### src/design/mem_macros.svh
`ifndef MEM_MACROS_SVH
`define MEM_MACROS_SVH

// byte address width seen by the core
`define ADDR_W 32

// bus and register word width
`define DATA_W 32

// data_ram depth, counted in words
// byte addresses stay below 4 * `RAM_WORDS
`define RAM_WORDS 256

`endif

### src/design/lsu_pkg.sv
`include "mem_macros.svh"

package lsu_pkg;

  // byte address as issued by the core
  typedef logic [`ADDR_W-1:0] addr_t;

  typedef logic [`DATA_W-1:0] word_t;

  // fetched instruction word
  typedef logic [`DATA_W-1:0] instr_t;

  // one enable per byte lane
  typedef logic [`DATA_W/8-1:0] strb_t;

  // load functions, signed or unsigned narrow loads and full word
  typedef enum logic [2:0] {
    LD_BS = 3'd0,
    LD_BU = 3'd1,
    LD_HS = 3'd2,
    LD_HU = 3'd3,
    LD_W  = 3'd4
  } ld_func_e;

  typedef enum logic [2:0] {
    ST_B = 3'd0,
    ST_H = 3'd1,
    ST_W = 3'd2
  } st_func_e;

endpackage

### src/design/bus_pkg.sv
package bus_pkg;

  // owner of an access on the shared memory bus
  typedef enum logic {
    REQ_LSU   = 1'b0,
    REQ_FETCH = 1'b1
  } req_id_e;

  // one request carries either a read or a full write
  typedef struct packed {
    logic           we;
    // word index, byte address shifted right by two
    lsu_pkg::addr_t addr;
    // already placed on the addressed lanes
    lsu_pkg::word_t wdata;
    lsu_pkg::strb_t strb;
  } mem_req_t;

  // writes return one too, data is don't care then
  typedef struct packed {
    lsu_pkg::word_t rdata;
  } mem_rsp_t;

endpackage

### src/design/lsu.sv
module lsu (
  input  logic              clk,
  input  logic              rstn,
  input  lsu_pkg::addr_t    raddr,
  input  lsu_pkg::ld_func_e rfunc,
  input  logic              rreq_valid,
  output logic              rreq_ready,
  output lsu_pkg::word_t    rdata,
  output logic              rres_valid,
  input  logic              rres_ready,
  input  lsu_pkg::addr_t    waddr,
  input  lsu_pkg::st_func_e wfunc,
  input  lsu_pkg::word_t    wdata,
  input  logic              wreq_valid,
  output logic              wreq_ready,
  output logic              wres_valid,
  input  logic              wres_ready,
  output bus_pkg::mem_req_t bus_req,
  output logic              bus_req_valid,
  input  logic              bus_req_ready,
  input  bus_pkg::mem_rsp_t bus_rsp,
  input  logic              bus_rsp_valid,
  output logic              bus_rsp_ready
);

  typedef enum logic [1:0] {
    S_IDLE,
    S_WAIT_READ,
    S_WAIT_WRITE
  } state_e;

  state_e            state;
  logic              sel_locked;
  logic              sel_write_q;
  logic              sel_write;
  logic              req_fire;
  logic              rsp_fire;
  logic [1:0]        roff_q;
  lsu_pkg::ld_func_e rfunc_q;
  lsu_pkg::strb_t    wmask;
  lsu_pkg::word_t    rdata_shifted;

  // write wins a tie, a stalled request keeps its port until taken
  assign sel_write     = sel_locked ? sel_write_q : wreq_valid;
  assign bus_req_valid = (state == S_IDLE) && (wreq_valid || rreq_valid);
  assign wreq_ready    = (state == S_IDLE) && sel_write && bus_req_ready;
  assign rreq_ready    = (state == S_IDLE) && !sel_write && bus_req_ready;
  assign req_fire      = bus_req_valid && bus_req_ready;

  // unaligned mask, lane 0 based
  always_comb begin
    case (wfunc)
      lsu_pkg::ST_B: wmask = 4'b0001;
      lsu_pkg::ST_H: wmask = 4'b0011;
      default:       wmask = 4'b1111;
    endcase
  end

  always_comb begin
    if (sel_write) begin
      bus_req.we    = 1'b1;
      bus_req.addr  = {2'b00, waddr[31:2]};
      bus_req.wdata = wdata << {waddr[1:0], 3'b000};
      bus_req.strb  = wmask << waddr[1:0];
    end else begin
      bus_req.we    = 1'b0;
      bus_req.addr  = {2'b00, raddr[31:2]};
      bus_req.wdata = '0;
      bus_req.strb  = '0;
    end
  end

  // move the addressed bytes down to lane 0
  assign rdata_shifted = bus_rsp.rdata >> {roff_q, 3'b000};

  always_comb begin
    case (rfunc_q)
      lsu_pkg::LD_BS: rdata = {{24{rdata_shifted[7]}}, rdata_shifted[7:0]};
      lsu_pkg::LD_BU: rdata = {24'b0, rdata_shifted[7:0]};
      lsu_pkg::LD_HS: rdata = {{16{rdata_shifted[15]}}, rdata_shifted[15:0]};
      lsu_pkg::LD_HU: rdata = {16'b0, rdata_shifted[15:0]};
      default:        rdata = rdata_shifted;
    endcase
  end

  // response goes to whichever port issued the access
  assign rres_valid    = (state == S_WAIT_READ) && bus_rsp_valid;
  assign wres_valid    = (state == S_WAIT_WRITE) && bus_rsp_valid;
  assign bus_rsp_ready = ((state == S_WAIT_READ) && rres_ready) ||
                         ((state == S_WAIT_WRITE) && wres_ready);
  assign rsp_fire      = bus_rsp_valid && bus_rsp_ready;

  always_ff @(posedge clk) begin
    if (!rstn) begin
      state       <= S_IDLE;
      sel_locked  <= 1'b0;
      sel_write_q <= 1'b0;
    end else begin
      sel_locked  <= bus_req_valid && !bus_req_ready;
      sel_write_q <= sel_write;
      case (state)
        S_IDLE: begin
          if (req_fire) begin
            state <= sel_write ? S_WAIT_WRITE : S_WAIT_READ;
          end
        end
        S_WAIT_READ, S_WAIT_WRITE: begin
          if (rsp_fire) begin
            state <= S_IDLE;
          end
        end
        default: state <= S_IDLE;
      endcase
    end
  end

  // load context for the returning word
  always_ff @(posedge clk) begin
    if (rreq_valid && rreq_ready) begin
      roff_q  <= raddr[1:0];
      rfunc_q <= rfunc;
    end
  end

  a_req_stable: assert property (@(posedge clk) disable iff (!rstn)
    bus_req_valid && !bus_req_ready |=> bus_req_valid && $stable(bus_req))
    else $error("lsu bus request changed while stalled");

endmodule

### config.mk
export PLATFORM = sky130hd
export DESIGN_NAME = lsu
export DESIGN_NICKNAME = d
export VERILOG_FILES = /design/src/design/lsu_pkg.sv /design/src/design/bus_pkg.sv /design/src/design/lsu.sv
export VERILOG_INCLUDE_DIRS = /design/src /design/src/design
export SDC_FILE = /design/constraint.sdc
export NUM_CORES = 1
export LEC_CHECK = 0
export BUFFER_PORTS_ARGS = -buffer_cell sky130_fd_sc_hd__buf_4
export CELL_PAD_IN_SITES_DETAIL_PLACEMENT = 0
export CELL_PAD_IN_SITES_GLOBAL_PLACEMENT = 2
export CORE_ASPECT_RATIO = 0.6
export CORE_UTILIZATION = 15
export CTS_CLUSTER_DIAMETER = 50
export CTS_CLUSTER_SIZE = 20
export DETAILED_ROUTE_END_ITERATION = 7
export PLACE_DENSITY = 0.8
export SLEW_MARGIN = 20
export SYNTH_ARGS = -nofsm -noshare
export SYNTH_HDL_FRONTEND = slang
export SYNTH_SLANG_ARGS = --single-unit
export TNS_END_PERCENT = 30
### constraint.sdc
create_clock -name clk -period 1.9 [get_ports clk]
set_input_delay 0.19 -clock clk [delete_from_list [all_inputs] [get_ports clk]]
set_output_delay 0.19 -clock clk [all_outputs]
set_load 0.005 [all_outputs]
==> summary.txt <==
Max incr delay on CP - 0.56 ns
Slew Viols, Final - 0
Final Cycle Share - 102%
Final core utilization - 33.2%
Unrepaired setup endpoints after global routing - yes
Share of layout cells above drive strength 1 - 61.6%
DRT Pass-1 Iters - 4
Most frequent cells in the layout - 259 x buf_4, 42 x nor2_1, 32 x mux2i_1, 31 x a211oi_1, 22 x mux2_2
Slew @ Worst Pin - 0.790 ns
Grt total ovfl - 0
Final GP Congestion - 0.833
Clk_lat worst skew - 0.23 ns
Share of the synthesized area in the top cell type - 15.7%
Fin worst setup slack - -0.0337 ns
First-pass GRT wire length - 16.8 mm
Max-Cap Viols - 0
Unique masters post-synth - 36
Per-cell routed wire length - 16.8 µm
Via count - 3,112
CTS tree - yes
Drt drc - 0
Simple-gate portion of the synthesized area - 20.0%
Number of synthesized flops with an enable pin - 5
DRT antenna net count - 0
Ranking of synthesized cells by area - mux2i_1 16%, mux2_2 16%, a211oi_1 11%
Maximum buffer depth of the clock tree - 2
Min-delay worst type - in2reg
Peak supply drop - 0.359 mV
Sequential area share after synthesis - 10.7%
Number of diodes - 0
Area after DPL - 4260 µm²
Area leader, netlist - mux2i_1
Synthesized flop and latch total - 9
Pwr dens - 499 nW/µm²
Synthesized area - 2160 µm²
Most common cell after layout, fill and taps aside - buf_4
# clock sinks - 9
Final Hold Viols - 0
Inserted Clock Buffers - 3
Rel. slew slack - 47.2%
Critical Path RT - 1.71 ns
Post-synthesis compound-gate area fraction - 24.6%
Final layout net count - 674
Synthesized area per cell - 7.66 µm²
Cells after Synth - 282
Buffers on Ports - 246
Total routed wirelength - 12.1 mm
Fillers - 1,476
I/O pin count - 249
Dpl ws - 0.0264 ns
Number of core rows - 33
Post-Synth XOR/XNOR Area - 0%
Hold slack - 0.136 ns
Placed instance count - 708
Minimum clock period - 1.93 ns
Post-synthesis mux area share - 34.1%
Setup violations, final - 13
Final instance area - 4610 µm²
Ys flop type - edfxtp_1
CTS HTree Levels - 1
Failing checks - setup timing
Critical path's slowest cell - mux4_2
Chip Width - 157 µm
Die Span Y - 95.0 µm
WP data arrival - 1.74 ns
Worst Setup End Kind - output pin
Adder-cell share of the synthesized area - 1.74%
Leakage power - 2.28 nW
Post-Layout Cell Count - 720
Synth Warn # - 0
Type of the worst setup path - reg2out
Largest family of logic cells by synthesized area - multiplexers
Worst-path clk slew - 0.04 ns
DR iter-0 viols - 99
Vias/cell - 4.32
DIE AREA - 14,900 µm²
CTS Root Cell - clkbuf_16
Initial antenna violation count - 0
Critical-path maximum fanout - 4
Async SR Flop Fraction - 0%
Hold Buf Count CTS - 0
CP startpoint kind - register
Max Clk Rate - 517 MHz
Crit-path cells - mux4_2, nand3b_1, buf_6, o311ai_2, buf_4
Layout area overhead - 113%
FF/Latch Area - 231 µm²
HPWL Detailed - 9.98 mm
Initial Util - 15.6%
Global Route Usage Sum - 14.8%
Area of the multi-input gates - 1900 µm²
Final Skew - 0.00210 ns
Core Region - 13,900 µm²
Status - finished with violations
Vias in the first global route - 3,009
Largest net degree at the start of global routing - 30
-- state kept, by name, indices dropped and copies added, names as in the netlist --
register     flops
rfunc_q          3
sel_write_q      1
sel_locked       1
state            2
roff_q           2
-- synthesized netlist by cell type (2+ instances only) --
cell       n
a22o_1     2
nor2_1    43
a21oi_1   18
mux4_2     2
inv_1     12
nand3_1    3
mux2i_1   34
nor2b_1   18
buf_4      6
and3_1     2
nand2_1    4
nand2b_1   2
clkbuf_1   7
and2_1    11
mux2_2    30
ha_1       3
buf_2     11
dfxtp_1    4
buf_1      2
o21ai_0   10
edfxtp_1   5
a211oi_1  32
o311ai_0   8
-- repair_timing --
item	in CTS	in global routing
pin swaps	2	8
setup endpoints to repair	48	51
gates cloned	1	1
buffers inserted	5	1
gates resized for setup	26	25
-- layout make-up --
cell class / instances / area share (%)
tap: 192 / 5.21
inverter: 12 / 0.977
clock buffer: 4 / 1.71
multi-input combinational: 235 / 41.2
sequential: 9 / 5.02
timing repair buffer: 268 / 45.8
-- cells by family after synthesis --
group	after synthesis
fa+ha+maj	3
buf+inv	39
other cells	1
mux	67
flops	9
simple gates	87
compound gates	76
-- per-stage QoR --
step | power, mW | setup TNS [ns]
after floorplan | 0.955 | 0
after global placement | 1.80 | 0
after detailed placement | 1.82 | 0
after CTS | 2.26 | -0.435
after global routing | 2.45 | -1.87
final | 2.30 | -0.145
-- routing by layer --
metal	GRT usage (%)	share of wire, %
met5	0	0
met4	2.37	0.70
met3	2.16	5.2
met2	23.6	46
met1	21.1	48
-- final timing paths --
check | cells past startpoint | slack, ns | endpoint | from
min | 1 | 0.14 | rfunc_q[2] | rfunc[2]
max reg2reg | 4 | 0.40 | roff_q[0] | sel_locked
min reg2reg | 2 | 0.48 | state[1] | state[1]
max | 5 | -0.03 | rdata[24] | rfunc_q[1]
-- power by group --
group | total [mW] | leakage, nW | internal, mW | switching (mW)
clock | 0.370 | 0.0382 | 0.280 | 0.0894
combinational | 1.66 | 2.17 | 0.954 | 0.705
sequential | 0.274 | 0.0791 | 0.246 | 0.0281
-- worst max-delay path: cells and delay by family (launching register included) --
family                 cells  cell delay, ns
DFF                        1            0.36
muxes                      1            0.56
and+or+nand+nor            1            0.17
AOI/OAI and AO/OA          1            0.11
buffers and inverters      2            0.31
(Power assumes the default switching activity.)
