`config.mk`:
```
export PLATFORM = sky130hd
export DESIGN_NAME = mem_arbiter
export DESIGN_NICKNAME = d
export VERILOG_FILES = /design/src/design/lsu_pkg.sv /design/src/design/bus_pkg.sv /design/src/design/mem_arbiter.sv
export VERILOG_INCLUDE_DIRS = /design/src /design/src/design
export SDC_FILE = /design/constraint.sdc
export NUM_CORES = 1
export LEC_CHECK = 0
export BUFFER_PORTS_ARGS = -buffer_cell sky130_fd_sc_hd__clkbuf_2
export CAP_MARGIN = 20
export CORE_AREA = 2 2 124 126
export CTS_BUF_LIST = sky130_fd_sc_hd__clkbuf_8
export DETAILED_ROUTE_END_ITERATION = 16
export DIE_AREA = 0 0 126 128
export PLACE_DENSITY_LB_ADDON = 0.1
export REMOVE_ABC_BUFFERS = 1
export SYNTH_ARGS = -nofsm -noshare
export SYNTH_HDL_FRONTEND = slang
export SYNTH_SLANG_ARGS = --single-unit
```
`constraint.sdc`:
```
create_clock -name clk -period 2.3 [get_ports clk]
set_clock_uncertainty 0.2 [all_clocks]
set_input_delay 0.115 -clock clk [delete_from_list [all_inputs] [get_ports clk]]
set_output_delay 0.115 -clock clk [all_outputs]
set_load 0.05 [all_outputs]
```
`src/design/mem_macros.svh`:
```
`ifndef MEM_MACROS_SVH
`define MEM_MACROS_SVH

// byte address width seen by the core
`define ADDR_W 32

// bus and register word width
`define DATA_W 32

// data_ram depth, counted in words
// byte addresses stay below 4 * `RAM_WORDS
`define RAM_WORDS 256

`endif

```
`src/design/lsu_pkg.sv`:
```
`include "mem_macros.svh"

package lsu_pkg;

  // byte address as issued by the core
  typedef logic [`ADDR_W-1:0] addr_t;

  typedef logic [`DATA_W-1:0] word_t;

  // fetched instruction word
  typedef logic [`DATA_W-1:0] instr_t;

  // one enable per byte lane
  typedef logic [`DATA_W/8-1:0] strb_t;

  // load functions, signed or unsigned narrow loads and full word
  typedef enum logic [2:0] {
    LD_BS = 3'd0,
    LD_BU = 3'd1,
    LD_HS = 3'd2,
    LD_HU = 3'd3,
    LD_W  = 3'd4
  } ld_func_e;

  typedef enum logic [2:0] {
    ST_B = 3'd0,
    ST_H = 3'd1,
    ST_W = 3'd2
  } st_func_e;

endpackage

```
`src/design/bus_pkg.sv`:
```
package bus_pkg;

  // owner of an access on the shared memory bus
  typedef enum logic {
    REQ_LSU   = 1'b0,
    REQ_FETCH = 1'b1
  } req_id_e;

  // one request carries either a read or a full write
  typedef struct packed {
    logic           we;
    // word index, byte address shifted right by two
    lsu_pkg::addr_t addr;
    // already placed on the addressed lanes
    lsu_pkg::word_t wdata;
    lsu_pkg::strb_t strb;
  } mem_req_t;

  // writes return one too, data is don't care then
  typedef struct packed {
    lsu_pkg::word_t rdata;
  } mem_rsp_t;

endpackage

```
`src/design/mem_arbiter.sv`:
```
module mem_arbiter (
  input  logic              clk,
  input  logic              rstn,
  input  bus_pkg::mem_req_t lsu_req,
  input  logic              lsu_req_valid,
  output logic              lsu_req_ready,
  output bus_pkg::mem_rsp_t lsu_rsp,
  output logic              lsu_rsp_valid,
  input  logic              lsu_rsp_ready,
  input  bus_pkg::mem_req_t fetch_req,
  input  logic              fetch_req_valid,
  output logic              fetch_req_ready,
  output bus_pkg::mem_rsp_t fetch_rsp,
  output logic              fetch_rsp_valid,
  input  logic              fetch_rsp_ready,
  output bus_pkg::mem_req_t ram_req,
  output logic              ram_req_valid,
  input  logic              ram_req_ready,
  input  bus_pkg::mem_rsp_t ram_rsp,
  input  logic              ram_rsp_valid,
  output logic              ram_rsp_ready
);

  typedef enum logic {
    A_IDLE,
    A_PENDING
  } state_e;

  state_e           state;
  bus_pkg::req_id_e last_grant;
  bus_pkg::req_id_e owner;
  logic             gnt_fetch;
  logic             to_lsu;

  // fetch wins only alone or when the lsu had the previous grant
  assign gnt_fetch = fetch_req_valid && (!lsu_req_valid || (last_grant == bus_pkg::REQ_LSU));

  assign ram_req         = gnt_fetch ? fetch_req : lsu_req;
  assign ram_req_valid   = (state == A_IDLE) && (lsu_req_valid || fetch_req_valid);
  assign lsu_req_ready   = (state == A_IDLE) && !gnt_fetch && ram_req_ready;
  assign fetch_req_ready = (state == A_IDLE) && gnt_fetch && ram_req_ready;

  // responses only reach the recorded owner
  assign to_lsu          = (owner == bus_pkg::REQ_LSU);
  assign lsu_rsp         = ram_rsp;
  assign fetch_rsp       = ram_rsp;
  assign lsu_rsp_valid   = (state == A_PENDING) && to_lsu && ram_rsp_valid;
  assign fetch_rsp_valid = (state == A_PENDING) && !to_lsu && ram_rsp_valid;
  assign ram_rsp_ready   = (state == A_PENDING) && (to_lsu ? lsu_rsp_ready : fetch_rsp_ready);

  always_ff @(posedge clk) begin
    if (!rstn) begin
      state      <= A_IDLE;
      owner      <= bus_pkg::REQ_LSU;
      // so that the lsu takes the first tie
      last_grant <= bus_pkg::REQ_FETCH;
    end else begin
      case (state)
        A_IDLE: begin
          if (ram_req_valid && ram_req_ready) begin
            state      <= A_PENDING;
            owner      <= gnt_fetch ? bus_pkg::REQ_FETCH : bus_pkg::REQ_LSU;
            last_grant <= gnt_fetch ? bus_pkg::REQ_FETCH : bus_pkg::REQ_LSU;
          end
        end
        A_PENDING: begin
          if (ram_rsp_valid && ram_rsp_ready) begin
            state <= A_IDLE;
          end
        end
        default: state <= A_IDLE;
      endcase
    end
  end

  a_single_outstanding: assert property (@(posedge clk) disable iff (!rstn)
    ram_req_valid && ram_req_ready |=>
      !ram_req_valid until_with (ram_rsp_valid && ram_rsp_ready))
    else $error("second grant issued while a response is pending");

endmodule

```
==> results.cfg, run 1 <==
[critical_path]
crit_buf_inv = 2
cp.arrival_ns = 1.72
critical-path-top-delay-family = buffers and inverters
slowest_stage = mux2_2
startpoint_type = flop
startpoint = last_grant$_SDFFE_PN1P_
crit_fanout = 41
crit_type = reg2out
required_ns = 1.99
worstSetupEndpointType = primary output
cp_slowest_stage_delay_ns = 0.38
crit_chain = a21boi_4 > buf_12 > mux2_2 > clkbuf_2
crit-reg2reg-launch = state$_SDFF_PN0_

[cells_and_area]
fillerInstances = 1698
final-seq-area_um2 = 60.1
syn2layout_area_growth_pct = 44.2
nets = 502
drive_above_1_share = 0.913
fin_cells = 511
antenna_cells = 0
multiInputGateArea_um2 = 1150
final_util = 0.179

[clock_network]
cts_made_buffers = 3
cts_sinks = 3
cts_root_buffer = clkbuf_8
clockBufferDepth = 2
insertion_delay_ns = 0.21
htreeDepth = 1
tritoncts = done
postCtsSetupRepairBufs = 0
cts.reportedPaths.clkPinSlew_ns = 0.03

[yosys]
synth_area_leaders = mux2_4 (54%), buf_4 (26%), buf_12 (8.7%)
async_flop_share = 0
synth-xor-area-share = 0
yosysMostFrequentCell = mux2_4
yosys.area.top_type = mux2_4
synth_top_family_by_area = multiplexers
syn_avg_cell_area_um2 = 11.1
ys_ff_latch = 3
synth_compound_area_frac = 0.0183
synth.mux.area_fraction = 0.562
ys_types = 18
synth-seq-area-share = 0.0325
synth_area_um2 = 1850
synth_edf_count = 0
ys_warn_count = 0
synthSimpleGateAreaFrac = 0.0392
synth_common_cells = mux2_4 (67), buf_4 (64), buf_12 (8)
netlist_instances = 166
synthFlopType = dfxtp_1
synth_top_cell_area_share = 0.544
yosys.area_share.adder = 0

[sta]
relSlewSlack = 0.784
slew_viol_final = 0
min_period_ns = 2.04
period_share = 0.885
tightest_slew_ns = 0.325
grt_setup_unrepaired = false
hold_viol = 0
hold_slack_ns = 0.0306
setup_viol = 0
setup_tns_ns = 0
fmax_ghz = 0.491

[placement]
gp_congestion = 0.650
place_hpwl_um = 7290
place_inst = 504
port_buffers = 220

[global_route]
grt_pass1_wl_um = 10800
grt_max_degree = 42
grt-ovfl-total = 0
antenna_found_initial = 0
grt_use_total = 0.0889
grt_pass1_vias = 1723

[floorplanning]
die-area_um2 = 16100
start_util = 0.124
rows = 45
ios = 317
die_w_um = 126
core_um2 = 14900
die_h_um = 128

[route]
vias_per_cell = 3.59
wl_um = 8260
drtIter0Drc = 47
dr.pass1.iters = 4
drtAntennaViolNets = 0
via_count = 1837
route.detailed.drc = 0
routedWlPerCell_um = 16.2

[pwr]
seq_power_share = 0.056
power_density_nw_per_um2 = 414
power.switching_uw = 596
swShare = 0.540
irDropWorstVdd_mv = 0.148
p_leak_nw = 1.57
power_mw = 1.10
p_int_uw = 508
pwr-share-clk = 0.132
combPwrFrac = 0.812

[min_path]
min_path_type = in2out
min_from = ram_rsp[20]

[run]
cap_viol_max_count = 0

[run_status]
outcome = finished clean
## kinds of logic (layout without fill, tap and decap cells)
logic type / after synthesis / in the layout
buf+inv: 73 / 230
mux: 70 / 70
simple gates: 15 / 15
compound gates: 5 / 5
flops: 3 / 3
## cell usage in the layout, fill, tap and decap left out, drive strengths merged
| master | netlist | routed |
|---|---|---|
| clkbuf | 0 | 223 |
| o21ai | 2 | 2 |
| o211ai | 1 | 1 |
| mux2 | 69 | 69 |
| a21boi | 1 | 1 |
| and3 | 1 | 1 |
| dfxtp | 3 | 3 |
| a21oi | 1 | 1 |
| and2 | 1 | 1 |
| nor2b | 2 | 2 |
| dlygate4sd3 | 0 | 3 |
| buf | 72 | 2 |
| nand2 | 4 | 4 |
| nand3 | 2 | 2 |
| mux2i | 1 | 1 |
| nor2 | 4 | 4 |
| nand3b | 1 | 1 |
| inv | 1 | 2 |
## metal layers
metal  part of all wire  GRT usage
met1               0.37      0.102
met2               0.39      0.113
met3               0.22     0.0889
met4             0.0019     0.0110
met5              0.017     0.0743
## flip-flops by register name (all words and copies together) (netlist names)
name,flops
state,1
owner,1
last_grant,1
## worst paths after layout
| check | to | slack, ns | depth (start not counted) |
|---|---|---|---|
| hold / removal | lsu_rsp[20] | 0.03 | 0 |
| hold reg to reg | owner$_SDFFE_PN0P_ | 0.29 | 2 |
| setup / recovery | ram_req[0] | 0.26 | 4 |
| setup reg to reg | last_grant$_SDFFE_PN1P_ | 0.69 | 4 |
## what timing repair did
action,CTS,global route
hold buffers,3,0
gates resized for setup,0,0
hold endpoints to repair,3,0
## power groups by stage
stage / combinational (mW) / sequential [mW] / clock, mW
6_report: 0.897 / 0.0614 / 0.146
5_1_grt: 0.940 / 0.0618 / 0.155
3_3_place_gp: 0.904 / 0.0620 / 0
2_1_floorplan: 0.681 / 0.0602 / 0
3_5_place_dp: 0.901 / 0.0617 / 0
4_1_cts: 0.907 / 0.0612 / 0.153
## cell type report
cell class,count,share of cell area
Clock buffer,3,0.0155
Inverter,1,0.00141
Sequential cell,3,0.0225
Tap cell,188,0.0882
Timing Repair Buffer,225,0.439
Multi-Input combinational cell,90,0.432
Clock inverter,1,0.00141
## metrics by stage
step / setup WS (ns) / cell area (µm²)
floorplan: -2.49 / 1210
global placement: 0.502 / 2590
detailed placement: 0.491 / 2590
CTS: 0.257 / 2670
global route: 0.211 / 2670
finish: 0.264 / 2670
## worst register-to-register path, cell delays in order (launching register included)
cell and delay (ns):
dfxtp_1 0.35, nor2b_1 0.22, nand2_1 0.08, o211ai_1 0.16
dlygate4sd3_1 0.56
No activity file was read; power rests on OpenSTA's default activity.
==> run 2: changes to the inputs <==
--- a/config.mk
+++ b/config.mk
@@ -13,7 +13,6 @@
 export DETAILED_ROUTE_END_ITERATION = 16
 export DIE_AREA = 0 0 126 128
 export PLACE_DENSITY_LB_ADDON = 0.1
-export REMOVE_ABC_BUFFERS = 1
 export SYNTH_ARGS = -nofsm -noshare
 export SYNTH_HDL_FRONTEND = slang
 export SYNTH_SLANG_ARGS = --single-unit
==> results.cfg, run 2 (synthesis gave the netlist of run 1 again) <==
[sta]
hold_viol = 0
period_share = 0.931
min_period_ns = 2.14
slew_viol_final = 0
relSlewSlack = 0.756
grt_setup_unrepaired = false
fmax_ghz = 0.467
setup_viol = 0
tightest_slew_ns = 0.366
setup_tns_ns = 0

[global_route]
grt_pass1_wl_um = 8610
grt_max_degree = 38
antenna_found_initial = 0
grt_use_total = 0.0678
grt_pass1_vias = 1614
grt-ovfl-total = 0

[floorplanning]
start_util = 0.124
die_w_um = 126
ios = 317
rows = 45
core_um2 = 14900
die_h_um = 128
die-area_um2 = 16100

[pwr]
power_mw = 1.11
irDropWorstVdd_mv = 0.188
power_density_nw_per_um2 = 418
p_leak_nw = 1.57

[route]
dr.pass1.iters = 2
route.detailed.drc = 0
drtAntennaViolNets = 0
vias_per_cell = 3.34
wl_um = 6400
via_count = 1703
drtIter0Drc = 14
routedWlPerCell_um = 12.6

[cells_and_area]
fillerInstances = 1687
nets = 501
final_common_cell = clkbuf_2
syn2layout_area_growth_pct = 43.7
final_cell_mix = clkbuf_2 (220), mux2_4 (67), nand2_1 (4), nor2_1 (4)
drive_above_1_share = 0.916
final_util = 0.179
fin_cells = 510
top_regs = last_grant x1, owner x1, state x1
antenna_cells = 0

[critical_path]
rrSetupSlack_ns = 0.86
required_ns = 1.99
crit_type = reg2out
crit_chain = a21boi_4 > buf_12 > mux2_4 > clkbuf_2
slowest_stage = a21boi_4
crit_fanout = 37
cp_slowest_stage_delay_ns = 0.35
worstSetupEndpointType = primary output
cp.arrival_ns = 1.83
critical-path-top-delay-family = buffers and inverters
crit_buf_inv = 2
startpoint_type = flop

[clock_network]
postCtsSetupRepairBufs = 0
cts_root_buffer = clkbuf_8
cts_resized = 0
htreeDepth = 1
clockBufferDepth = 2
cts-hold-fix-buffers = 2
insertion_delay_ns = 0.22
cts_made_buffers = 3
cts_sinks = 3
cts.reportedPaths.clkPinSlew_ns = 0.03
tritoncts = done

[placement]
gp_congestion = 0.708
place_inst = 504
port_buffers = 220
place_hpwl_um = 5730

[yosys]
synthesis.nets = 344

[min_path]
min_path_type = in2reg

[run]
cap_viol_max_count = 0

[run_status]
outcome = finished clean
## run 2: cell count changes in the layout (fill, tap and decap cells not counted), sizes merged
cell         change
dlygate4sd3      -1
## run 2: final timing paths
| kind | endpoint | cells past startpoint | start |
|---|---|---|---|
| worst max-delay path | ram_req[43] | 4 | last_grant$_SDFFE_PN1P_ |
| worst min-delay path | last_grant$_SDFFE_PN1P_ | 3 | fetch_req_valid |
| worst max register to register | owner$_SDFFE_PN0P_ | 4 | last_grant$_SDFFE_PN1P_ |
| worst min register to register | owner$_SDFFE_PN0P_ | 2 | owner$_SDFFE_PN0P_ |
## run 2: power by group
part	switching (mW)	internal, mW	total, mW
Sequential	0.00486	0.0563	0.0612
Clock	0.0348	0.114	0.148
Combinational	0.564	0.337	0.902
Total	0.604	0.507	1.11
## run 2: tightest hold or removal path: stages
cell and delay, ns:
clkbuf_2 0.11, nand2_1 0.06, o211ai_1 0.08
## run 2: area by class of cell
type,instances,area [µm²],share of cell area
Tap cell,188,235,0.0885
Clock inverter,1,3.75,0.00141
Sequential cell,3,60.1,0.0226
Multi-Input combinational cell,90,1150,0.434
Timing Repair Buffer,224,1160,0.437
Inverter,1,3.75,0.00141
Clock buffer,3,41.3,0.0155
## run 2: metrics by stage
stage / hold slack (ns) / area [µm²] / setup WS (ns)
after floorplan: 0.00387 / 1850 / 0.584
after global placement: 0.0305 / 2590 / 0.381
after detailed placement: 0.0305 / 2590 / 0.355
after CTS: 0.00162 / 2660 / 0.121
after global routing: 0.0301 / 2660 / 0.0732
final: 0.00789 / 2660 / 0.158
## run 2: layer usage
layer / track usage / part of all wire
met1: 0.0684 / 0.33
met2: 0.138 / 0.55
met3: 0.0154 / 0.11
met4: 0.0181 / 0.0086
met5: 0 / 0
==> run 3: changes to the inputs <==
--- a/config.mk
+++ b/config.mk
@@ -8,11 +8,14 @@
 export LEC_CHECK = 0
 export BUFFER_PORTS_ARGS = -buffer_cell sky130_fd_sc_hd__clkbuf_2
 export CAP_MARGIN = 20
-export CORE_AREA = 2 2 124 126
+export CELL_PAD_IN_SITES_DETAIL_PLACEMENT = 0
+export CELL_PAD_IN_SITES_GLOBAL_PLACEMENT = 1
+export CORE_AREA = 2 2 125 127
 export CTS_BUF_LIST = sky130_fd_sc_hd__clkbuf_8
 export DETAILED_ROUTE_END_ITERATION = 16
-export DIE_AREA = 0 0 126 128
+export DIE_AREA = 0 0 127 129
 export PLACE_DENSITY_LB_ADDON = 0.1
+export SKIP_CTS_REPAIR_TIMING = 1
 export SYNTH_ARGS = -nofsm -noshare
 export SYNTH_HDL_FRONTEND = slang
 export SYNTH_SLANG_ARGS = --single-unit
==> results.cfg, run 3 (synthesis gave the netlist of run 1 again) <==
[pwr]
power_mw = 1.12
p_leak_nw = 1.57
power_density_nw_per_um2 = 420
irDropWorstVdd_mv = 0.0956

[critical_path]
required_ns = 1.99
worstSetupEndpointType = primary output
rrSetupSlack_ns = 1.16
cp.arrival_ns = 1.80
crit_type = reg2out
crit_fanout = 28
startpoint = last_grant$_SDFFE_PN1P_
startpoint_type = flop
crit-reg2reg-launch = last_grant$_SDFFE_PN1P_

[cells_and_area]
final_cell_mix = clkbuf_2 (220), mux2_4 (67), nand2_1 (4), nor2_1 (4)
final_util = 0.178
syn2layout_area_growth_pct = 44.2
antenna_cells = 0
final_common_cell = clkbuf_2
nets = 501
drive_above_1_share = 0.919
top_regs = last_grant x1, owner x1, state x1

[sta]
hold_viol = 0
setup_viol = 0
min_period_ns = 2.11
grt_setup_unrepaired = false
tightest_slew_ns = 0.318
period_share = 0.919
setup_tns_ns = 0
slew_viol_final = 0
relSlewSlack = 0.789
hold_slack_ns = 0.00457
fmax_ghz = 0.473

[floorplanning]
die_w_um = 127
die_h_um = 129
die-area_um2 = 16400
ios = 317
start_util = 0.123
rows = 45
core_um2 = 15000

[route]
vias_per_cell = 3.41
drtIter0Drc = 21
wl_um = 7410
via_count = 1739
route.detailed.drc = 0
drtAntennaViolNets = 0
dr.pass1.iters = 4
routedWlPerCell_um = 14.5

[clock_network]
cts_sinks = 3
tritoncts = done
cts.reportedPaths.clkPinSlew_ns = 0.03
insertion_delay_ns = 0.21
htreeDepth = 1
cts_root_buffer = clkbuf_8
clockBufferDepth = 2
cts_made_buffers = 3

[global_route]
grt-ovfl-total = 0
grt_use_total = 0.0800
grt_pass1_vias = 1688
antenna_found_initial = 0
grt_max_degree = 29
grt_pass1_wl_um = 10000

[min_path]
min_path_type = in2reg
min_from = fetch_req_valid

[run]
cap_viol_max_count = 0

[placement]
gp_congestion = 0.684
place_hpwl_um = 6620
port_buffers = 220

[run_status]
outcome = finished clean

[yosys]
synthesis.nets = 344
-- run 3: cell count changes in the layout (fill, tap and decap cells not counted) --
cell           change
buf_12             +1
dlygate4sd3_1      -1
-- run 3: per-stage QoR --
stage	std cells	instance area, µm²	setup slack, ns
4_1_cts	509	2660	0.170
6_report	510	2670	0.185
5_1_grt	510	2670	0.129
3_3_place_gp	505	2610	0.411
2_1_floorplan	166	1850	0.584
3_5_place_dp	505	2610	0.401
-- run 3: routing by layer --
| metal | track usage | wire [µm] | vias up |
|---|---|---|---|
| met5 | 0 | 0 | - |
| met4 | 0.0194 | 82 | 0 |
| met3 | 0.0254 | 876 | 15 |
| li1 | - | - | 818 |
| met1 | 0.0783 | 2350 | 787 |
| met2 | 0.162 | 4100 | 119 |
-- run 3: critical path, stage by stage, from the launching register on --
cell and delay, ns:
dfxtp_1 0.33, a21boi_4 0.16, buf_12 0.22, buf_12 0.26
mux2_4 0.34, clkbuf_2 0.24
-- run 3: worst paths after layout --
path	end	cells past startpoint
worst max-delay path	ram_req[38]	5
worst min register to register	owner$_SDFFE_PN0P_	2
worst min-delay path	last_grant$_SDFFE_PN1P_	3
worst max register to register	owner$_SDFFE_PN0P_	4
-- run 3: final cells by class --
class	instances	area [µm²]
fill	1730	12300
timing repair buffer	224	1170
multi-input combinational	90	1150
tap	188	235
sequential	3	60.1
clock buffer	3	41.3
clock inverter	1	3.75
inverter	1	3.75
-- run 3: power by group --
group,switching (mW),internal (mW),leakage [nW],total [mW]
clock,0.0335,0.113,0.0269,0.147
combinational,0.573,0.340,1.52,0.913
sequential,0.00517,0.0563,0.0248,0.0615
