==> config.mk <==
export PLATFORM = sky130hd
export DESIGN_NAME = fetch_unit
export DESIGN_NICKNAME = d
export VERILOG_FILES = /design/src/design/lsu_pkg.sv /design/src/design/bus_pkg.sv /design/src/design/fetch_unit.sv
export VERILOG_INCLUDE_DIRS = /design/src /design/src/design
export SDC_FILE = /design/constraint.sdc
export NUM_CORES = 1
export LEC_CHECK = 0
export BUFFER_PORTS_ARGS = -buffer_cell sky130_fd_sc_hd__buf_2
export CORE_MARGIN = 5
export CORE_UTILIZATION = 48
export CTS_BUF_LIST = sky130_fd_sc_hd__clkbuf_16
export DETAILED_ROUTE_END_ITERATION = 10
export GPL_TIMING_DRIVEN = 0
export PLACE_DENSITY = 0.88
export REMOVE_ABC_BUFFERS = 1
export SYNTH_ARGS = -nofsm -noshare
export SYNTH_HDL_FRONTEND = slang
export SYNTH_SLANG_ARGS = --single-unit
export TNS_END_PERCENT = 100
==> constraint.sdc <==
create_clock -name clk -period 4.7 [get_ports clk]
set_clock_uncertainty 0.15 [all_clocks]
set_input_delay 0.94 -clock clk [delete_from_list [all_inputs] [get_ports clk]]
set_output_delay 0.94 -clock clk [all_outputs]
set_load 0.1 [all_outputs]
==> src/design/mem_macros.svh <==
`ifndef MEM_MACROS_SVH
`define MEM_MACROS_SVH

// byte address width seen by the core
`define ADDR_W 32

// bus and register word width
`define DATA_W 32

// data_ram depth, counted in words
// byte addresses stay below 4 * `RAM_WORDS
`define RAM_WORDS 256

`endif

==> src/design/lsu_pkg.sv <==
`include "mem_macros.svh"

package lsu_pkg;

  // byte address as issued by the core
  typedef logic [`ADDR_W-1:0] addr_t;

  typedef logic [`DATA_W-1:0] word_t;

  // fetched instruction word
  typedef logic [`DATA_W-1:0] instr_t;

  // one enable per byte lane
  typedef logic [`DATA_W/8-1:0] strb_t;

  // load functions, signed or unsigned narrow loads and full word
  typedef enum logic [2:0] {
    LD_BS = 3'd0,
    LD_BU = 3'd1,
    LD_HS = 3'd2,
    LD_HU = 3'd3,
    LD_W  = 3'd4
  } ld_func_e;

  typedef enum logic [2:0] {
    ST_B = 3'd0,
    ST_H = 3'd1,
    ST_W = 3'd2
  } st_func_e;

endpackage

==> src/design/bus_pkg.sv <==
package bus_pkg;

  // owner of an access on the shared memory bus
  typedef enum logic {
    REQ_LSU   = 1'b0,
    REQ_FETCH = 1'b1
  } req_id_e;

  // one request carries either a read or a full write
  typedef struct packed {
    logic           we;
    // word index, byte address shifted right by two
    lsu_pkg::addr_t addr;
    // already placed on the addressed lanes
    lsu_pkg::word_t wdata;
    lsu_pkg::strb_t strb;
  } mem_req_t;

  // writes return one too, data is don't care then
  typedef struct packed {
    lsu_pkg::word_t rdata;
  } mem_rsp_t;

endpackage

==> src/design/fetch_unit.sv <==
module fetch_unit (
  input  logic              clk,
  input  logic              rstn,
  input  logic              start,
  input  lsu_pkg::addr_t    start_pc,
  input  logic [7:0]        fetch_count,
  output logic              busy,
  output lsu_pkg::instr_t   instr,
  output logic              instr_valid,
  input  logic              instr_ready,
  output bus_pkg::mem_req_t bus_req,
  output logic              bus_req_valid,
  input  logic              bus_req_ready,
  input  bus_pkg::mem_rsp_t bus_rsp,
  input  logic              bus_rsp_valid,
  output logic              bus_rsp_ready
);

  typedef enum logic [1:0] {
    F_IDLE,
    F_REQ,
    F_WAIT
  } state_e;

  state_e         state;
  lsu_pkg::addr_t pc;
  logic [7:0]     remaining;

  assign busy          = (state != F_IDLE);
  assign bus_req_valid = (state == F_REQ);
  assign bus_req.we    = 1'b0;
  assign bus_req.addr  = {2'b00, pc[31:2]};
  assign bus_req.wdata = '0;
  assign bus_req.strb  = '0;

  // instruction port mirrors the bus response
  assign instr         = bus_rsp.rdata;
  assign instr_valid   = (state == F_WAIT) && bus_rsp_valid;
  assign bus_rsp_ready = (state == F_WAIT) && instr_ready;

  always_ff @(posedge clk) begin
    if (!rstn) begin
      state     <= F_IDLE;
      remaining <= '0;
    end else begin
      case (state)
        F_IDLE: begin
          // a zero count leaves the unit idle
          if (start && (fetch_count != 8'd0)) begin
            state     <= F_REQ;
            remaining <= fetch_count;
          end
        end
        F_REQ: begin
          if (bus_req_ready) begin
            state     <= F_WAIT;
            remaining <= remaining - 8'd1;
          end
        end
        F_WAIT: begin
          if (bus_rsp_valid && instr_ready) begin
            state <= (remaining == 8'd0) ? F_IDLE : F_REQ;
          end
        end
        default: state <= F_IDLE;
      endcase
    end
  end

  always_ff @(posedge clk) begin
    if ((state == F_IDLE) && start) begin
      pc <= start_pc;
    end else if (bus_req_valid && bus_req_ready) begin
      pc <= pc + 32'd4;
    end
  end

endmodule

==> flow_summary.json, run 1 <==
{
  "grt_pass1_wl_mm": 10.94,
  "synth_edf_count": 30,
  "cp_data_required_time_ns": 3.61,
  "cts_resized": 0,
  "die_y_um": 89.69,
  "clockBufferDepth": 2,
  "die_x_um": 89.69,
  "syn_area_per_cell_um2": 8.586,
  "cts_tree": "yes",
  "ant_nets": 0,
  "cts_max_level": 2,
  "hp-class": "reg2reg",
  "ir_drop_v": 0.0003415,
  "place_hpwl_mm": 5.700,
  "finalSetupViolCount": 0,
  "critPathMaxStageDelay_ns": 0.50,
  "hold_viol": 0,
  "synth_warnings": 0,
  "synth.yosys.seq_area_share_pct": 36.12,
  "synthDistinctLibCells": 48,
  "io_pins": 183,
  "yosys.area.top_type": "edfxtp_1",
  "grt_pass1_vias": 2258,
  "arrival_ns": 1.88,
  "p_leak_uw": 0.001360,
  "dp_cells": 461,
  "grt.overflow.total": 0,
  "cp_slowest_cell": "buf_2",
  "relSlewSlack_pct": 31.67,
  "place_congestion": 0.8143,
  "antenna_cells": 0,
  "status": "completed",
  "grt_antenna_before_repair": 1,
  "cp_cell_sequence": "nand2b_1, inv_1, buf_2",
  "fin_tns_setup_ns": 0,
  "wirelength_mm": 7.373,
  "num_rows": 29,
  "num_vias": 2429,
  "core_area_um2": 6277,
  "clk_pin_slew_ns": 0.05,
  "port-buffer-count": 77,
  "synth_area_um2": 3048,
  "die-area_um2": 8043,
  "clock_sinks": 40,
  "synth_top_family_by_area": "simple AND/OR/NAND/NOR gates",
  "yosysMostFrequentCell": "buf_4",
  "clkLatencyLatePin_ns": 0.28,
  "hold_buffers": 0,
  "start_util_pct": 48.55,
  "nets": 473,
  "tightest_slew_ns": 1.025,
  "ys_async_sr_fraction_pct": 0,
  "drt-initial-drc-count": 132,
  "fin_cells": 470,
  "max_freq_mhz": 337.0,
  "cp-start-kind": "flop",
  "critPathBufInv": 2,
  "grtUsageTotal_pct": 18.01,
  "crit_family": "buffers and inverters",
  "grt_max_degree": 46,
  "cap_violations": 0,
  "synth-seq-cells": 40,
  "p_per_area_nw_per_um2": 464.3,
  "cp-end-kind": "output pin",
  "synth-xor-area-share_pct": 7.759,
  "fin_crit_sh_pct": 63.14,
  "ys_top_cells_by_area": "edfxtp_1 30%, buf_4 18%, xnor2_1 7.2%",
  "synth-main-ff-cell": "edfxtp_1",
  "layout-drive-gt1-share_pct": 24.68,
  "post_drt_wl_per_cell_um": 15.69,
  "viasPerCell": 5.168,
  "cts_buffers": 5,
  "synth_fa_ha_area_share_pct": 1.232,
  "synth_top_area_share_pct": 29.56,
  "drt-pass1-iter-count": 5,
  "drv_slew": 0,
  "synth-compound-area-share_pct": 11.54,
  "synthMuxAreaShare_pct": 0,
  "post_cts_buffers": 0,
  "area_delta_synth_final_pct": 7.143,
  "worstPathMaxFanout": 16,
  "synthCells": 355,
  "worstSetupPathType": "reg2out",
  "yosys-top-cells-count": "72 x buf_4, 52 x nand2_1, 30 x edfxtp_1",
  "yosys.area_share.simple_pct": 22.29,
  "rsz0062_at_grt": "false",
  "fillers": 580,
  "ctsRootBufferMaster": "clkbuf_16",
  "drc": 0,
  "finalCriticalPeriod_ns": 2.967
}
-- layout make-up --
type / instances / area (µm²) / share of cell area (%)
Timing Repair Buffer: 78 / 412.9 / 12.64
Inverter: 9 / 33.78 / 1.034
Sequential cell: 40 / 1101 / 33.72
Multi-Input combinational cell: 258 / 1459 / 44.67
Clock inverter: 3 / 37.54 / 1.149
Tap cell: 77 / 96.34 / 2.950
Clock buffer: 5 / 125.1 / 3.831
-- kinds of logic after synthesis --
family / count (synthesis)
AO/OA/AOI/OAI: 60
XOR/XNOR: 27
adder cells (fa/ha/maj): 3
buffers and inverters: 95
flip-flops: 40
other: 1
AND/OR/NAND/NOR: 129
-- placed cells by master (no fill, tap or decap), drive strengths merged, types with 5 or more instances in the layout --
cell type and count:
o21ai 30, inv 9, dfxtp 10, buf 78, edfxtp 30, clkbuf 5, nand2 52, nor2 25
nor3 10, nor4 6, a21oi 12, conb 39, a21boi 6, nand3 11, xnor2 25
-- worst paths after layout --
check / from / end / slack [ns] / cells past startpoint
max: state[1] / bus_req_valid / 1.73 / 3
min: remaining[6] / remaining[6] / 0.33 / 2
max reg2reg: state[1] / remaining[4] / 1.99 / 5
min reg2reg: remaining[6] / remaining[6] / 0.33 / 2
-- worst register-to-register path, stage by stage, from the launching register on --
cell      delay, ns
dfxtp_1        0.35
nand2b_1       0.47
inv_1          0.33
a21oi_1        0.89
o21ai_0        0.22
a21boi_0       0.23
-- where the power goes --
part / internal, µW / leakage [µW] / switching (µW) / total (µW)
Sequential: 443 / 0.000374 / 51.6 / 495
Combinational: 110 / 0.000907 / 533 / 643
Clock: 247 / 0.0000789 / 131 / 378
-- stage by stage --
step / hold slack [ns] / worst slack, ns / cell area [µm²] / utilization, % / power [µW]
after global routing: 0.3574 / 1.514 / 3266 / 52.02 / 1580
after CTS: 0.3343 / 1.667 / 3238 / 51.58 / 1521
after floorplan: 0.3073 / 1.654 / 2586 / - / 1040
final: 0.3347 / 1.733 / 3266 / 52.02 / 1516
after detailed placement: 0.3265 / 1.361 / 3075 / 48.99 / 1141
after global placement: 0.3190 / 0.9060 / 3068 / 48.87 / 1129
-- routing by layer --
metal  vias to the layer above  GRT usage [%]  share of wire (%)  wire, µm
met5                         -          3.247              0.095         7
met4                         2          3.924               0.62        46
met3                         7          9.854                 14      1033
met2                       125          25.73                 43      3186
met1                      1128          23.67                 42      3099
li1                       1167              -                  -         -
-- flip-flops by register name (all words and copies together) (netlist names) --
name       flops
state          2
remaining      8
pc            30
Note: power is estimated with default switching activity, not from simulation.
==> inputs of run 2 (changes only) <==
CORE_UTILIZATION = 40   (was 48)
PLACE_DENSITY = 0.78   (was 0.88)
clock period = 2.6 ns   (was 4.7 ns; I/O delays follow)
==> flow_summary.json, run 2 (synthesis results as in run 1) <==
{
  "ant_nets": 0,
  "worstPathMaxFanout": 16,
  "ctsRootBufferMaster": "clkbuf_16",
  "cts_tree": "yes",
  "r2r-end": "pc[10]",
  "wirelength_mm": 8.098,
  "fin_cells": 491,
  "core_area_um2": 7331,
  "grt_pass1_wl_mm": 12.42,
  "layout-drive-gt1-share_pct": 25.00,
  "grt_antenna_before_repair": 0,
  "fin_crit_sh_pct": 94.36,
  "cp-end-kind": "output pin",
  "num_vias": 2382,
  "post_drt_wl_per_cell_um": 16.49,
  "clk_pin_slew_ns": 0.06,
  "r2r_cells": 4,
  "crit_end": "bus_req_valid",
  "fin_tns_setup_ns": 0,
  "viasPerCell": 4.851,
  "layout_common_cells": "77 x buf_2, 51 x nand2_1, 39 x conb_1, 30 x edfxtp_1, 25 x xnor2_1",
  "finalCriticalPeriod_ns": 2.453,
  "clkLatencyLatePin_ns": 0.28,
  "fin_util_pct": 44.27,
  "finalSetupViolCount": 0,
  "layout_commonest_cell": "buf_2",
  "p_per_area_nw_per_um2": 813.0,
  "status": "completed",
  "place_hpwl_mm": 6.188,
  "largest_reg_flops": 30,
  "antenna_cells": 0,
  "tightest_slew_ns": 0.9124,
  "post_cts_buffers": 0,
  "area_delta_synth_final_pct": 6.486,
  "cp_slowest_cell": "buf_2",
  "die-area_um2": 9465,
  "cp_cell_sequence": "nand2b_1, inv_2, buf_2",
  "relSlewSlack_pct": 39.03,
  "fillers": 739,
  "critPathMaxStageDelay_ns": 0.47,
  "rrSetupSlack_ns": 0.32,
  "port-buffer-count": 77,
  "drv_slew": 0,
  "hp-class": "reg2reg",
  "clock_sinks": 40,
  "max_flop_register": "pc",
  "cp-start-kind": "flop",
  "setup_ws_ns": 0.1466,
  "grtUsageTotal_pct": 16.31,
  "dp_cells": 483,
  "place_congestion": 0.8241,
  "cp-startpoint": "state[1]",
  "rsz0062_at_grt": "false",
  "clockBufferDepth": 2,
  "arrival_ns": 1.78,
  "die_x_um": 97.29,
  "cts_buffers": 5,
  "grt_pass1_vias": 2339,
  "num_rows": 31,
  "drt-initial-drc-count": 74,
  "drc": 0,
  "grt.overflow.total": 0,
  "start_util_pct": 41.58,
  "die_y_um": 97.29,
  "reg_top3": "pc: 30 flops, remaining: 8 flops, state: 2 flops",
  "p_leak_uw": 0.001341,
  "cap_violations": 0,
  "io_pins": 183,
  "drt-pass1-iter-count": 4,
  "cts_max_level": 2,
  "cp_data_required_time_ns": 1.93,
  "r2r-start": "state[1]",
  "ir_drop_v": 0.0002949,
  "hold_viol": 0,
  "worstSetupPathType": "reg2out",
  "grt_max_degree": 46,
  "nets": 472,
  "place_ws_ns": -0.3988,
  "max_freq_mhz": 407.6
}
==> run 2: cell types whose count changed in the layout (fill, tap and decap cells not counted), sizes merged <==
| cell | previous run | this run |
|---|---|---|
| inv | 9 | 11 |
| buf | 78 | 77 |
| bufinv | 1 | 0 |
| clkinv | 2 | 1 |
==> run 2: what timing repair did <==
action                                  in CTS  in global routing
resized for setup                            2                  1
endpoints found under the setup margin      34                 33
hold buffers                                 0                  0
==> run 2: per-stage QoR <==
step | total power (µW) | instance area (µm²) | hold WS, ns
2_1_floorplan | 1879 | 2586 | 0.3073
3_3_place_gp | 2047 | 3095 | 0.3164
3_5_place_dp | 2064 | 3103 | 0.3290
4_1_cts | 2657 | 3246 | 0.3391
5_1_grt | 2753 | 3246 | 0.3676
6_report | 2639 | 3246 | 0.3414
==> run 2: cell type report <==
cell class | instances | area (µm²) | share of cell area [%]
flip-flops and latches | 40 | 1101 | 33.92
repair buffers | 77 | 385.4 | 11.87
multi-input cells | 258 | 1465 | 45.14
inverters | 9 | 33.78 | 1.041
well taps | 99 | 123.9 | 3.817
clock inverters | 3 | 11.26 | 0.3470
clock buffers | 5 | 125.1 | 3.855
==> run 2: worst max-delay path: cells and delay by family (launching register included) <==
family	cells	cell delay [ns]
and+or+nand+nor	1	0.40
DFF	1	0.32
buffers and inverters	2	0.78
==> run 2: how the worst min path moves through the flow <==
| stage | slack, ns | cells after the start | endpoint | start |
|---|---|---|---|---|
| 2_1_floorplan | 0.31 | 2 | remaining[6] | remaining[6] |
| 3_3_place_gp | 0.32 | 2 | remaining[6] | remaining[6] |
| 3_5_place_dp | 0.33 | 2 | remaining[7] | remaining[7] |
| 4_1_cts | 0.34 | 2 | remaining[7] | remaining[7] |
| 5_1_grt | 0.37 | 3 | pc[24] | start_pc[24] |
| 6_report | 0.34 | 2 | remaining[7] | remaining[7] |
==> run 2: per-layer routing <==
metal / global-route usage [%] / wire length, µm / up-vias
met1: 20.01 / 3501 / 1089
met3: 11.41 / 1168 / 6
met5: 4.396 / 38 / -
li1: - / - / 1166
met2: 23.30 / 3350 / 119
met4: 2.982 / 38 / 2
==> run 2: where the power goes <==
group / leakage (µW) / switching [µW] / internal, µW / total (µW)
sequential: 0.000374 / 91.6 / 803 / 894
combinational: 0.000893 / 967 / 190 / 1160
clock: 0.0000738 / 242 / 345 / 587
total: 0.00134 / 1300 / 1340 / 2640
==> inputs of run 3 (changes only) <==
RECOVER_POWER = 100   (was not set)
==> flow_summary.json, run 3 (synthesis results as in run 1) <==
{
  "status": "completed",
  "die-area_um2": 9465,
  "hp-class": "reg2reg",
  "clockBufferDepth": 2,
  "cts_buffers": 5,
  "cp-start-kind": "flop",
  "cts_resized": 2,
  "relSlewSlack_pct": 18.90,
  "hold_ws_ns": 0.3408,
  "p_leak_uw": 0.001227,
  "wl_met3_mm": 1.175,
  "ir_drop_v": 0.0002953,
  "num_rows": 31,
  "p_int_uw": 1318,
  "seq_power_share_pct": 34.3,
  "ctsRootBufferMaster": "clkbuf_16",
  "ant_nets": 0,
  "hold_end": "remaining[7]",
  "grt_max_degree": 46,
  "finalSetupViolCount": 0,
  "place_hpwl_mm": 6.188,
  "area_delta_synth_final_pct": 3.284,
  "dr_wl_met2_mm": 3.349,
  "cap_violations": 0,
  "fillers": 765,
  "clkLatencyLatePin_ns": 0.28,
  "p_sw_uw": 1295,
  "hold_path_startpoint": "remaining[7]",
  "layout_common_cells": "51 x nand2_1, 44 x buf_2, 39 x conb_1, 30 x edfxtp_1, 29 x clkbuf_1",
  "post_cts_buffers": 0,
  "fin_util_pct": 42.94,
  "die_y_um": 97.29,
  "hold_buffers": 0,
  "holdPathStages": 2,
  "place_congestion": 0.8241,
  "r2r-start": "pc[2]",
  "cp_data_required_time_ns": 1.93,
  "antenna_cells": 0,
  "r2r_cells": 6,
  "worstPathMaxFanout": 16,
  "grtUsageTotal_pct": 16.31,
  "fin_crit_sh_pct": 95.54,
  "netSwitchingFraction_pct": 49.56,
  "tightest_slew_ns": 1.222,
  "drt-initial-drc-count": 76,
  "arrival_ns": 1.81,
  "cp-end-kind": "output pin",
  "io_pins": 183,
  "core_area_um2": 7331,
  "max_freq_mhz": 402.6,
  "grt_pass1_wl_mm": 12.42,
  "layout_commonest_cell": "nand2_1",
  "hold_viol": 0,
  "cts_max_level": 2,
  "power_frac_comb_pct": 43.4,
  "max_flop_register": "pc",
  "grt_pass1_vias": 2339,
  "reg_top3": "pc: 30 flops, remaining: 8 flops, state: 2 flops",
  "r2r-end": "pc[30]",
  "rsz0062_at_grt": "false",
  "port-buffer-count": 77,
  "viasPerCell": 4.843,
  "post_drt_wl_per_cell_um": 16.56,
  "start_util_pct": 41.58,
  "p_per_area_nw_per_um2": 830.3,
  "grt.overflow.total": 0,
  "finalCriticalPeriod_ns": 2.484,
  "layout-drive-gt1-share_pct": 15.56,
  "largest_reg_flops": 30,
  "drt-pass1-iter-count": 4,
  "p_clk_share_pct": 22.3,
  "wirelength_mm": 8.129,
  "wl_met1_mm": 3.523,
  "cts_tree": "yes",
  "rrSetupSlack_ns": 0.27,
  "grt_antenna_before_repair": 0,
  "worstSetupPathType": "reg2out",
  "nets": 472,
  "drc": 0,
  "top_layer": "met5",
  "clock_sinks": 40,
  "clk_pin_slew_ns": 0.06,
  "die_x_um": 97.29,
  "num_vias": 2378,
  "drv_slew": 0
}
==> run 3: critical path, cell delays in order, from the launching register on <==
cell	delay (ns)
dfxtp_1	0.32
nand2b_1	0.42
inv_2	0.32
buf_2	0.47
==> run 3: layer usage <==
metal,vias up,global-route usage [%]
li1,1166,-
met1,1076,20.01
met2,127,23.30
met3,7,11.41
met4,2,2.982
met5,-,4.396
==> run 3: worst max path at each step <==
stage                  start       endpoint  slack (ns)  cells past startpoint
CTS                 state[1]  bus_req_valid        0.03                      3
floorplan           state[0]         pc[10]       -0.45                      3
detailed placement     start         pc[12]       -0.40                      3
finish              state[1]  bus_req_valid        0.12                      3
global placement       start         pc[15]       -0.88                      4
global route        state[1]  bus_req_valid       0.007                      3
==> run 3: power by group through the flow <==
stage / Clock [µW] / Combinational [µW] / Sequential (µW)
after floorplan: 0 / 524 / 1360
after global placement: 0 / 1140 / 903
after detailed placement: 0 / 1160 / 907
after CTS: 602 / 1160 / 894
after global routing: 632 / 1190 / 910
final: 582 / 1140 / 896
==> run 3: layout make-up <==
class                   count  area [µm²]  area share, %
clock buffers               5       125.1          3.975
clock inverters             3       11.26         0.3577
inverters                   9       33.78          1.073
multi-input cells         258        1404          44.59
flip-flops and latches     40        1101          34.98
well taps                  99       123.9          3.935
repair buffers             77       349.1          11.09
==> run 3: per-stage QoR <==
stage / area (µm²) / setup WS (ns) / std cells / total power, µW / setup TNS [ns]
floorplan: 2586 / -0.4456 / 307 / 1879 / -16.10
global placement: 3095 / -0.8849 / 483 / 2047 / -27.83
detailed placement: 3103 / -0.3988 / 483 / 2064 / -12.73
CTS: 3246 / 0.02648 / 491 / 2657 / 0
global route: 3148 / 0.006680 / 491 / 2733 / 0
finish: 3148 / 0.1159 / 491 / 2614 / 0
